$ cat config.mk
export PLATFORM = sky130hd
export DESIGN_NAME = ex_top
export DESIGN_NICKNAME = d
export VERILOG_FILES = /design/src/rtl/ex_pkg.sv /design/src/rtl/ex_alu.sv /design/src/rtl/ex_operand_unit.sv /design/src/rtl/ex_branch_unit.sv /design/src/rtl/ex_stage_ctrl.sv /design/src/rtl/ex_top.sv
export SDC_FILE = /design/constraint.sdc
export NUM_CORES = 1
export LEC_CHECK = 0
export ABC_CLOCK_PERIOD_IN_PS = 5600
export BUFFER_PORTS_ARGS = -buffer_cell sky130_fd_sc_hd__buf_2
export CAP_MARGIN = 10
export CORE_MARGIN = 2
export CORE_UTILIZATION = 40
export DETAILED_ROUTE_END_ITERATION = 6
export PLACE_DENSITY = 0.56
export SYNTH_ARGS = -nofsm -noshare
export SYNTH_HDL_FRONTEND = slang
export SYNTH_SLANG_ARGS = --single-unit
$ cat constraint.sdc
create_clock -name clk -period 5.6 [get_ports clk]
set_input_delay 0.56 -clock clk [delete_from_list [all_inputs] [get_ports clk]]
set_output_delay 0.56 -clock clk [all_outputs]
set_load 0.05 [all_outputs]
$ cat src/rtl/ex_pkg.sv
package ex_pkg;

    localparam int XLEN = 32; // Datapath width

    // ALU operation
    typedef enum logic [3:0] {
        ADD    = 4'd0,
        SUB    = 4'd1,
        SLL    = 4'd2,
        SLT    = 4'd3,
        SLTU   = 4'd4,
        XOR    = 4'd5,
        SRL    = 4'd6,
        SRA    = 4'd7,
        OR     = 4'd8,
        AND    = 4'd9,
        PASS_B = 4'd10
    } alu_op_e;

    // Operand format, selects the sources of ALU inputs a and b
    typedef enum logic [2:0] {
        MEM   = 3'd0, // rs1 + imm
        RR    = 3'd1, // rs1, rs2
        RI    = 3'd2, // rs1, imm
        LUI   = 3'd3, // imm, zero
        AUIPC = 3'd4, // pc, imm
        JAL   = 3'd5, // pc, 4
        JALR  = 3'd6  // pc, 4
    } opnd_sel_e;

    // Bit 3 marks a conditional branch, low bits follow funct3
    typedef enum logic [3:0] {
        BR_NONE  = 4'b0000,
        JUMP_PC  = 4'b0010,
        JUMP_REG = 4'b0011,
        BEQ      = 4'b1000,
        BNE      = 4'b1001,
        BLT      = 4'b1100,
        BGE      = 4'b1101,
        BLTU     = 4'b1110,
        BGEU     = 4'b1111
    } branch_e;

    typedef struct packed {
        logic            valid;
        logic [XLEN-1:0] pc;
        logic [4:0]      rs1_addr;
        logic [4:0]      rs2_addr;
        logic [XLEN-1:0] rs1_val;
        logic [XLEN-1:0] rs2_val;
        logic [XLEN-1:0] imm;
        alu_op_e         alu_op;
        opnd_sel_e       opnd_sel;
        branch_e         branch;
        logic            mem_read;
        logic            mem_write;
        logic            reg_write;
        logic            mem_to_reg;
        logic [4:0]      rd;
    } id_ex_t;

    // Write-back forwarding source
    typedef struct packed {
        logic            reg_write;
        logic [4:0]      rd;
        logic [XLEN-1:0] data;
    } fwd_t;

    typedef struct packed {
        logic            valid;
        logic [XLEN-1:0] alu_result;
        logic [XLEN-1:0] store_data;
        logic [4:0]      rd;
        logic            reg_write;
        logic            mem_read;
        logic            mem_write;
        logic            mem_to_reg;
    } ex_mem_t;

    typedef struct packed {
        logic            taken;
        logic [XLEN-1:0] target;
    } redirect_t;

endpackage

$ cat src/rtl/ex_alu.sv
module ex_alu (
    input  ex_pkg::alu_op_e         op,
    input  logic [ex_pkg::XLEN-1:0] a,
    input  logic [ex_pkg::XLEN-1:0] b,
    output logic [ex_pkg::XLEN-1:0] result,
    output logic                    eq,
    output logic                    lt,
    output logic                    ltu
);

    logic [4:0] shamt; // Shift amount from low bits of b

    assign shamt = b[4:0];

    // Flags do not depend on op, branches read them directly
    assign eq  = (a == b);
    assign lt  = ($signed(a) < $signed(b));
    assign ltu = (a < b);

    always_comb
    begin
        case (op)
            ex_pkg::ADD:    result = a + b;
            ex_pkg::SUB:    result = a - b;
            ex_pkg::SLL:    result = a << shamt;
            ex_pkg::SLT:    result = {{(ex_pkg::XLEN-1){1'b0}}, lt};
            ex_pkg::SLTU:   result = {{(ex_pkg::XLEN-1){1'b0}}, ltu};
            ex_pkg::XOR:    result = a ^ b;
            ex_pkg::SRL:    result = a >> shamt;
            ex_pkg::SRA:    result = $signed(a) >>> shamt; // Sign bit fills from the left
            ex_pkg::OR:     result = a | b;
            ex_pkg::AND:    result = a & b;
            ex_pkg::PASS_B: result = b;
            default:        result = '0;
        endcase
    end

endmodule

$ cat src/rtl/ex_operand_unit.sv
module ex_operand_unit (
    input  ex_pkg::id_ex_t          id_ex,
    input  ex_pkg::ex_mem_t         ex_mem,
    input  ex_pkg::fwd_t            wb_fwd,
    input  ex_pkg::id_ex_t          cur,
    output logic [ex_pkg::XLEN-1:0] rs1_fwd,
    output logic [ex_pkg::XLEN-1:0] rs2_fwd,
    output logic [ex_pkg::XLEN-1:0] op_a,
    output logic [ex_pkg::XLEN-1:0] op_b
);

    // Own output first, then write-back, then register file value
    function automatic logic [ex_pkg::XLEN-1:0] fwd_pick(
        input logic [4:0]              addr,
        input logic [ex_pkg::XLEN-1:0] rf_val,
        input ex_pkg::ex_mem_t         own,
        input ex_pkg::fwd_t            wb
    );
        logic own_hit;
        logic wb_hit;
        own_hit = own.valid && own.reg_write && (own.rd != 5'd0) && (own.rd == addr);
        wb_hit  = wb.reg_write && (wb.rd != 5'd0) && (wb.rd == addr);
        if (own_hit)
            return own.alu_result;
        else if (wb_hit)
            return wb.data;
        else
            return rf_val;
    endfunction

    // Resolved on the incoming packet, stored at capture
    assign rs1_fwd = fwd_pick(id_ex.rs1_addr, id_ex.rs1_val, ex_mem, wb_fwd);
    assign rs2_fwd = fwd_pick(id_ex.rs2_addr, id_ex.rs2_val, ex_mem, wb_fwd);

    // Operand choice on the registered packet
    always_comb
    begin
        case (cur.opnd_sel)
            ex_pkg::MEM, ex_pkg::RI:
            begin
                op_a = cur.rs1_val;
                op_b = cur.imm;
            end
            ex_pkg::RR:
            begin
                op_a = cur.rs1_val;
                op_b = cur.rs2_val;
            end
            ex_pkg::LUI:
            begin
                op_a = cur.imm;
                op_b = '0;
            end
            ex_pkg::AUIPC:
            begin
                op_a = cur.pc;
                op_b = cur.imm;
            end
            ex_pkg::JAL, ex_pkg::JALR:
            begin
                op_a = cur.pc;              // Link value pc + 4
                op_b = ex_pkg::XLEN'(4);
            end
            default:
            begin
                op_a = '0;
                op_b = '0;
            end
        endcase
    end

endmodule

$ cat src/rtl/ex_branch_unit.sv
module ex_branch_unit (
    input  ex_pkg::id_ex_t    cur,
    input  logic              eq,
    input  logic              lt,
    input  logic              ltu,
    output ex_pkg::redirect_t redirect
);

    logic                    cond;     // Branch condition before valid gating
    logic [ex_pkg::XLEN-1:0] reg_sum;  // rs1 + imm for register jumps

    assign reg_sum = cur.rs1_val + cur.imm;

    always_comb
    begin
        case (cur.branch)
            ex_pkg::BEQ:      cond = eq;
            ex_pkg::BNE:      cond = !eq;
            ex_pkg::BLT:      cond = lt;
            ex_pkg::BGE:      cond = !lt;
            ex_pkg::BLTU:     cond = ltu;
            ex_pkg::BGEU:     cond = !ltu;
            ex_pkg::JUMP_PC,
            ex_pkg::JUMP_REG: cond = 1'b1;
            default:          cond = 1'b0;
        endcase
    end

    assign redirect.taken = cur.valid && cond;

    // Register jumps clear bit 0, all others are pc relative
    always_comb
    begin
        if (cur.branch == ex_pkg::JUMP_REG)
            redirect.target = {reg_sum[ex_pkg::XLEN-1:1], 1'b0};
        else
            redirect.target = cur.pc + cur.imm;
    end

endmodule

$ cat src/rtl/ex_stage_ctrl.sv
module ex_stage_ctrl (
    input  logic                    clk,
    input  logic                    rst,
    input  ex_pkg::id_ex_t          id_ex,
    input  logic                    stall,
    input  logic [ex_pkg::XLEN-1:0] rs1_fwd,
    input  logic [ex_pkg::XLEN-1:0] rs2_fwd,
    input  logic [ex_pkg::XLEN-1:0] alu_result,
    output ex_pkg::id_ex_t          cur,
    output ex_pkg::ex_mem_t         ex_mem
);

    ex_pkg::id_ex_t next_pkt; // Incoming packet with forwarded operands

    always_comb
    begin
        next_pkt         = id_ex;
        next_pkt.rs1_val = rs1_fwd;
        next_pkt.rs2_val = rs2_fwd;
    end

    // ID/EX register, held while stalled
    always_ff @(posedge clk or posedge rst)
    begin
        if (rst)
        begin
            cur <= '0;
        end
        else if (!stall)
        begin
            cur <= next_pkt;
        end
    end

    // EX/MEM packet
    always_comb
    begin
        ex_mem.valid      = cur.valid;
        ex_mem.alu_result = alu_result;
        ex_mem.store_data = cur.rs2_val;  // Already forwarded at capture
        ex_mem.rd         = cur.rd;

        // A bubble must not write anything downstream
        ex_mem.reg_write  = cur.valid && cur.reg_write;
        ex_mem.mem_read   = cur.valid && cur.mem_read;
        ex_mem.mem_write  = cur.valid && cur.mem_write;
        ex_mem.mem_to_reg = cur.valid && cur.mem_to_reg;
    end

endmodule

$ cat src/rtl/ex_top.sv
module ex_top (
    input  logic              clk,
    input  logic              rst,
    input  ex_pkg::id_ex_t    id_ex,
    input  ex_pkg::fwd_t      wb_fwd,
    input  logic              stall,
    output ex_pkg::ex_mem_t   ex_mem,
    output ex_pkg::redirect_t redirect
);

    ex_pkg::id_ex_t          cur;      // Registered packet
    logic [ex_pkg::XLEN-1:0] rs1_fwd;
    logic [ex_pkg::XLEN-1:0] rs2_fwd;
    logic [ex_pkg::XLEN-1:0] op_a;
    logic [ex_pkg::XLEN-1:0] op_b;
    logic [ex_pkg::XLEN-1:0] alu_result;
    logic                    eq;
    logic                    lt;
    logic                    ltu;

    ex_stage_ctrl u_ctrl (
        .clk        (clk),
        .rst        (rst),
        .id_ex      (id_ex),
        .stall      (stall),
        .rs1_fwd    (rs1_fwd),
        .rs2_fwd    (rs2_fwd),
        .alu_result (alu_result),
        .cur        (cur),
        .ex_mem     (ex_mem)
    );

    ex_operand_unit u_opnd (
        .id_ex   (id_ex),
        .ex_mem  (ex_mem),   // Own output feeds back for forwarding
        .wb_fwd  (wb_fwd),
        .cur     (cur),
        .rs1_fwd (rs1_fwd),
        .rs2_fwd (rs2_fwd),
        .op_a    (op_a),
        .op_b    (op_b)
    );

    // Branches issue as RR, so flags compare rs1 against rs2
    ex_alu u_alu (
        .op     (cur.alu_op),
        .a      (op_a),
        .b      (op_b),
        .result (alu_result),
        .eq     (eq),
        .lt     (lt),
        .ltu    (ltu)
    );

    ex_branch_unit u_branch (
        .cur      (cur),
        .eq       (eq),
        .lt       (lt),
        .ltu      (ltu),
        .redirect (redirect)
    );

endmodule

==> flow_summary.json, run 1 <==
{
  "status": "finished clean",
  "htree_num_levels": 4,
  "start_util_pct": 40.27,
  "met3_usage_pct": 6.897,
  "cellPowerDensity_mw_per_mm2": 358.4,
  "drtIter0Drc": 3011,
  "rsz0062_at_grt": "yes",
  "portBuffers": 306,
  "synth_flop_cell": "dfrtp_1",
  "clkSlewWorstSetupHoldPaths_ns": 0.07,
  "dieArea_mm2": 0.05444,
  "root_buffer": "clkbuf_16",
  "busiest_layer": "met2",
  "switching_share_pct": 56.06,
  "largest_register_ffs": 149,
  "synth_edf_count": 0,
  "numCtsBuffers": 17,
  "syn-instance-count": 2674,
  "p_sw_mw": 5.014,
  "grt_max_degree": 65,
  "max_cap_violations": 0,
  "grt_util_met2_pct": 61.57,
  "hold_viol": 0,
  "viasPerCell": 6.573,
  "synth.most_common_cell": "mux2i_1",
  "synthTopCellsByArea": "dfrtp_1, mux2i_1, ha_1, mux2_2, a21oi_1",
  "grt_pass1_wl_um": 158700,
  "wl_per_cell_um": 30.26,
  "final_nets": 3347,
  "io_pins": 307,
  "seqPwrFrac_pct": 15.7,
  "finalSetupViolCount": 0,
  "grt_use_total_pct": 39.84,
  "syn-cell-area_mm2": 0.02103,
  "reg_top3": "u_ctrl.cur (149)",
  "slew_headroom_pct": 19.77,
  "path_class": "reg -> out",
  "yosysUniqueCellTypes": 99,
  "gp_congestion": 1.044,
  "worst_pin_slew_ns": 1.173,
  "endpoint_kind": "output pin",
  "pwr-share-clk_pct": 13.3,
  "clock_path_buffers": 2,
  "firstDrtPassIters": 6,
  "irDropWorstVdd_v": 0.0002998,
  "grtUsageMet1_pct": 53.82,
  "syn_nets": 3036,
  "yosys_register_bits": 149,
  "top_register": "u_ctrl.cur",
  "hold_buffers": 0,
  "p_comb_share_pct": 71.1,
  "syn_avg_cell_area_um2": 7.866,
  "hp-class": "in -> async",
  "leakagePower_nw": 11.25,
  "remaining_drc_errors": 0,
  "die_h_um": 233.3,
  "yosys.area.top_type_share_pct": 17.73,
  "grt_pass1_vias": 22820,
  "period_minus_slack_ns": 5.563,
  "clk_latency_ns": 0.47,
  "place_hpwl_um": 89260,
  "placed_cell_area_mm2": 0.02390,
  "synth_common_cells": "mux2i_1, a21oi_1, nand2_1, nor2_1, o21ai_0",
  "ant_nets": 0,
  "cp_slowest_cell": "dfrtp_2",
  "yosysTopAreaCell": "dfrtp_1",
  "max_freq_mhz": 179.8,
  "drive_gt1_share_pct": 24.92,
  "die_w_um": 233.3,
  "worstPathMaxFanout": 15,
  "insertedDiodeCount": 0,
  "critPathLaunchType": "flip-flop",
  "max_stage_delay_ns": 0.49,
  "path_cells": "buf_12, a21oi_4, buf_12, buf_4, a32o_2, ha_1, a21oi_1, o21bai_1, a31oi_1, a21o_1, a211oi_2, or2_2, a31oi_1, a221o_1, a2111oi_1, buf_4, inv_1, buf_2",
  "seq_area_frac_synth_pct": 17.73,
  "fin_area_mm2": 0.02495,
  "grt_overflow": 0,
  "yosysWarnings": 0,
  "vias": 24230,
  "cts.sinks": 149,
  "final_util_pct": 47.77,
  "skew_ns": 0.01418,
  "wl_um": 111600,
  "rows": 84,
  "fin_crit_sh_pct": 99.34,
  "ys_async_sr_fraction_pct": 100.0,
  "final_max_slew_viol_count": 0,
  "area_growth_pct": 18.64,
  "antenna_found_initial": 3,
  "cts_tree": "built",
  "internal_power_mw": 3.930,
  "core_mm2": 0.05224,
  "whs_ns": 0.1468,
  "arrival_ns": 5.00,
  "required_ns": 5.04
}
==> area by class of cell <==
type,count,area [um^2]
Multi-Input combinational cell,2187,16040
Clock buffer,18,439.2
Timing Repair Buffer,497,3228
Fill cell,5228,27280
Tap cell,688,860.8
Inverter,133,511.7
Sequential cell,149,3731
Clock inverter,14,138.9
==> stage by stage <==
step	instances	worst slack [ns]	total power, mW	TNS (ns)
global placement	3637	0.02016	7.413	0
floorplan	2674	0.2739	5.202	0
CTS	3677	0.003911	8.682	0
global route	3686	-0.08262	9.289	-0.2449
finish	3686	0.03723	8.944	0
detailed placement	3637	0.03671	7.422	0
==> what timing repair did <==
item	4_1_cts	5_1_grt
setup endpoints to repair	17	24
pin swaps	4	9
resized for setup	27	40
setup buffers	7	8
gates cloned	1	1
==> cell families (layout without fill, tap and decap cells) <==
group | Yosys count | in the layout | synth area share (%)
flops | 149 | 149 | 17.73
buf+inv | 338 | 662 | 7.430
fa+ha+maj | 162 | 162 | 9.779
compound gates | 896 | 896 | 27.81
simple gates | 697 | 697 | 16.25
xor+xnor | 74 | 74 | 3.081
mux | 358 | 358 | 17.93
==> worst max-delay path, delay by kind of cell (launching register included) <==
kind | cells | cell delay, ns
AO/OA/AOI/OAI | 10 | 2.49
buffers and inverters | 6 | 0.93
adder cells (fa/ha/maj) | 1 | 0.40
flip-flops | 1 | 0.49
AND/OR/NAND/NOR | 1 | 0.20
==> per-layer routing <==
layer | up-vias | routed length [um]
li1 | 10580 | -
met1 | 11950 | 47780
met2 | 1407 | 48660
met3 | 280 | 9162
met4 | 8 | 5888
met5 | - | 55
==> placed cells by master, fill, tap and decap left out, types with 31 or more instances in the layout <==
cell and count:
a21o_1 42, buf_2 295, nor3_1 47, o221ai_1 31, o21ai_0 172, ha_1 155, a21oi_1 231, inv_1 127
o22ai_1 34, nand2_1 216, mux2i_1 238, nand4b_1 36, dfrtp_1 147, xnor2_1 39, xor2_1 35, nor2_1 180
mux2_2 114, o21ai_1 41, buf_4 180, nand3_1 47
==> power by group through the flow <==
stage                     logic [mW]  clock network, mW  registers, mW
after global routing            6.64               1.24           1.40
final                           6.36               1.19           1.40
after detailed placement        6.01                  0           1.41
after floorplan                 3.92                  0           1.28
after global placement          6.00                  0           1.41
after CTS                       6.10               1.20           1.39
==> final timing paths <==
| kind | start | end | slack [ns] | depth (start not counted) |
|---|---|---|---|---|
| setup / recovery | u_ctrl.cur[15] | ex_mem[66] | 0.04 | 18 |
| hold / removal | rst | u_ctrl.cur[43] | 0.15 | 2 |
| setup reg to reg | u_ctrl.cur[15] | u_ctrl.cur[80] | 0.63 | 19 |
| hold reg to reg | u_ctrl.cur[5] | u_ctrl.cur[5] | 0.50 | 1 |
| max in group asynchronous | rst | u_ctrl.cur[15] | 4.25 | 3 |
| min in group clk | id_ex[139] | u_ctrl.cur[139] | 0.32 | 2 |
Power figures use the tool's default switching activity.
==> run 2, diff against run 1 <==
==> constraint.sdc (replaced) <==
create_clock -name clk -period 5.6 [get_ports clk]
set_input_delay 0.28 -clock clk [delete_from_list [all_inputs] [get_ports clk]]
set_output_delay 0.28 -clock clk [all_outputs]
set_load 0.05 [all_outputs]
==> run 2 against run 1 <==
Net effect:
- sequential power hardly changed
- critical path depth is 2 lower
- first-iteration DRC count is 6.6% lower
- utilization is 0.55 points higher
- wire length is 1.7% higher
- sequential share of layout area is 0.16 points lower
- worst hold slack worse by 0.12 ns
- via count is 0.42% lower
- flip-flop and latch count stayed put
- register-to-register slack hardly changed
- final area is 1.2% higher
==> flow_summary.json, run 2 (same netlist as run 1, synthesis figures left out) <==
{
  "rr_endpoint": "u_ctrl.cur[91]",
  "max_cap_violations": 0,
  "leakagePower_nw": 11.28,
  "max_stage_delay_ns": 0.55,
  "reg2reg_depth": 13,
  "n_fill_cell": 5253,
  "grt_util_met2_pct": 64.36,
  "hp-class": "in -> reg",
  "cts.sinks": 149,
  "layout_common_cells": "buf_2, mux2i_1, a21oi_1, nand2_1, nor2_1",
  "grt_max_degree": 81,
  "worst_hold_startpoint": "id_ex[134]",
  "cellPowerDensity_mw_per_mm2": 357.9,
  "period_minus_slack_ns": 5.478,
  "start_util_pct": 40.27,
  "drive_gt1_share_pct": 23.82,
  "path_cells": "buf_4, a21oi_4, buf_4, a22oi_2, ha_2, or4_4, or4b_4, a21oi_2, o31ai_1, a21o_1, a311oi_1, a31oi_1, a2111oi_4, buf_4, inv_1, buf_2",
  "arrival_ns": 5.20,
  "r2r-start": "u_ctrl.cur[15]",
  "die_w_um": 233.3,
  "met3_usage_pct": 7.983,
  "htree_num_levels": 4,
  "drtIter0Drc": 2813,
  "status": "finished clean",
  "internal_power_mw": 4.029,
  "p_comb_share_pct": 69.9,
  "wl_um": 113500,
  "grtUsageMet1_pct": 53.82,
  "root_buffer": "clkbuf_16",
  "hold_viol": 0,
  "vias": 24130,
  "max_freq_mhz": 182.6,
  "irDropWorstVdd_v": 0.0002510,
  "area_growth_pct": 20.01,
  "finalSetupViolCount": 0,
  "viasPerCell": 6.505,
  "fin_crit_sh_pct": 97.82,
  "critPathLaunchType": "flip-flop",
  "cp_slowest_cell": "dfrtp_4",
  "final_max_slew_viol_count": 0,
  "finalPower_mw": 9.034,
  "slew_headroom_pct": 12.10,
  "cp_common_cell": "buf_4",
  "core_mm2": 0.05224,
  "die_h_um": 233.3,
  "wl_per_cell_um": 30.59,
  "rsz0062_at_grt": "no",
  "whs_endpoint": "u_ctrl.cur[134]",
  "grt_pass1_vias": 23160,
  "grt_pass1_wl_um": 161700,
  "portBuffers": 306,
  "min_delay_path_depth": 2,
  "skew_ns": 0.01552,
  "place_hpwl_um": 90870,
  "clk_latency_ns": 0.49,
  "top_register": "u_ctrl.cur",
  "seqPwrFrac_pct": 15.7,
  "busiest_layer": "met2",
  "clkSlewWorstSetupHoldPaths_ns": 0.07,
  "clock_path_buffers": 2,
  "ant_nets": 0,
  "worst_pin_slew_ns": 1.310,
  "largest_register_ffs": 149,
  "final_nets": 3367,
  "cts_tree": "built",
  "antenna_found_initial": 10,
  "tns_ns": 0,
  "grt_overflow": 0,
  "layout_commonest_cell": "buf_2",
  "placed_cell_area_mm2": 0.02376,
  "worstPathMaxFanout": 13,
  "reg_top3": "u_ctrl.cur (149)",
  "crit_path_start": "u_ctrl.cur[15]",
  "rows": 84,
  "numCtsBuffers": 17,
  "required_ns": 5.32,
  "remaining_drc_errors": 0,
  "grt_use_total_pct": 40.87,
  "io_pins": 307,
  "switching_share_pct": 55.40,
  "dieArea_mm2": 0.05444,
  "firstDrtPassIters": 6,
  "r2r_slack_ns": 0.64,
  "path_class": "reg -> out",
  "endpoint_kind": "output pin",
  "gp_congestion": 1.064,
  "p_sw_mw": 5.005,
  "fin_area_mm2": 0.02524,
  "pwr-share-clk_pct": 14.4
}
## run 2: cell count changes in the layout (fill, tap and decap cells not counted), moves of 4 or more
cell | before | now
dlygate4sd3_1 | 0 | 50
ha_1 | 155 | 147
ha_2 | 3 | 10
clkinvlp_4 | 2 | 6
a21oi_2 | 2 | 6
buf_4 | 180 | 154
## run 2: power groups by stage
| stage | sequential (mW) | combinational [mW] | clock [mW] |
|---|---|---|---|
| floorplan | 1.28 | 3.92 | 0 |
| global placement | 1.43 | 5.96 | 0 |
| detailed placement | 1.43 | 5.97 | 0 |
| CTS | 1.41 | 6.06 | 1.32 |
| global route | 1.42 | 6.61 | 1.36 |
| finish | 1.42 | 6.31 | 1.30 |
## run 2: worst max-delay path by stage
| stage | slack, ns | cells past startpoint | end |
|---|---|---|---|
| after floorplan | 0.03 | 20 | u_ctrl.cur[52] |
| after global placement | 0.31 | 17 | ex_mem[57] |
| after detailed placement | 0.25 | 17 | ex_mem[57] |
| after CTS | 0.01 | 17 | ex_mem[65] |
| after global routing | 0.006 | 16 | ex_mem[57] |
| final | 0.12 | 16 | ex_mem[57] |
## run 2: layer usage
layer | wire, um | vias up
met3 | 9600 | 250
met2 | 50700 | 1334
met5 | 74 | -
li1 | - | 10620
met1 | 47550 | 11910
met4 | 5541 | 10
## run 2: metrics by stage
stage	setup slack, ns	hold slack [ns]	util [%]	std cells
after detailed placement	0.2546	0.3994	45.48	3616
final	0.1223	0.02965	48.33	3709
after floorplan	0.03008	0.4306	-	2674
after CTS	0.01112	0.0007515	47.80	3700
after global placement	0.3118	0.3943	45.48	3616
after global routing	0.005626	0.02248	48.33	3709
## run 2: critical path: cells and delay by family (launching register included)
kind,cells,cell delay (ns)
DFF,1,0.55
adders and majority gates,1,0.40
AOI/OAI and AO/OA,8,1.87
and+or+nand+nor,2,1.04
buffers and inverters,5,0.85
## run 2: timing repair
| action | 4_1_cts | 5_1_grt |
|---|---|---|
| hold endpoints to repair | 107 | 0 |
| setup endpoints to repair | 12 | 18 |
| hold buffers | 50 | 0 |
| resized for setup | 15 | 54 |
| setup buffers | 2 | 5 |
| pin swaps | 2 | 6 |
## run 2: area by class of cell
cell class | instances | area (um^2) | share of cell area [%]
multi-input cells | 2187 | 16040 | 63.53
flip-flops and latches | 149 | 3734 | 14.79
repair buffers | 517 | 3463 | 13.72
well taps | 688 | 860.8 | 3.410
inverters | 133 | 511.7 | 2.027
clock buffers | 18 | 429.2 | 1.700
clock inverters | 14 | 200.2 | 0.7931
diodes | 3 | 7.507 | 0.02974
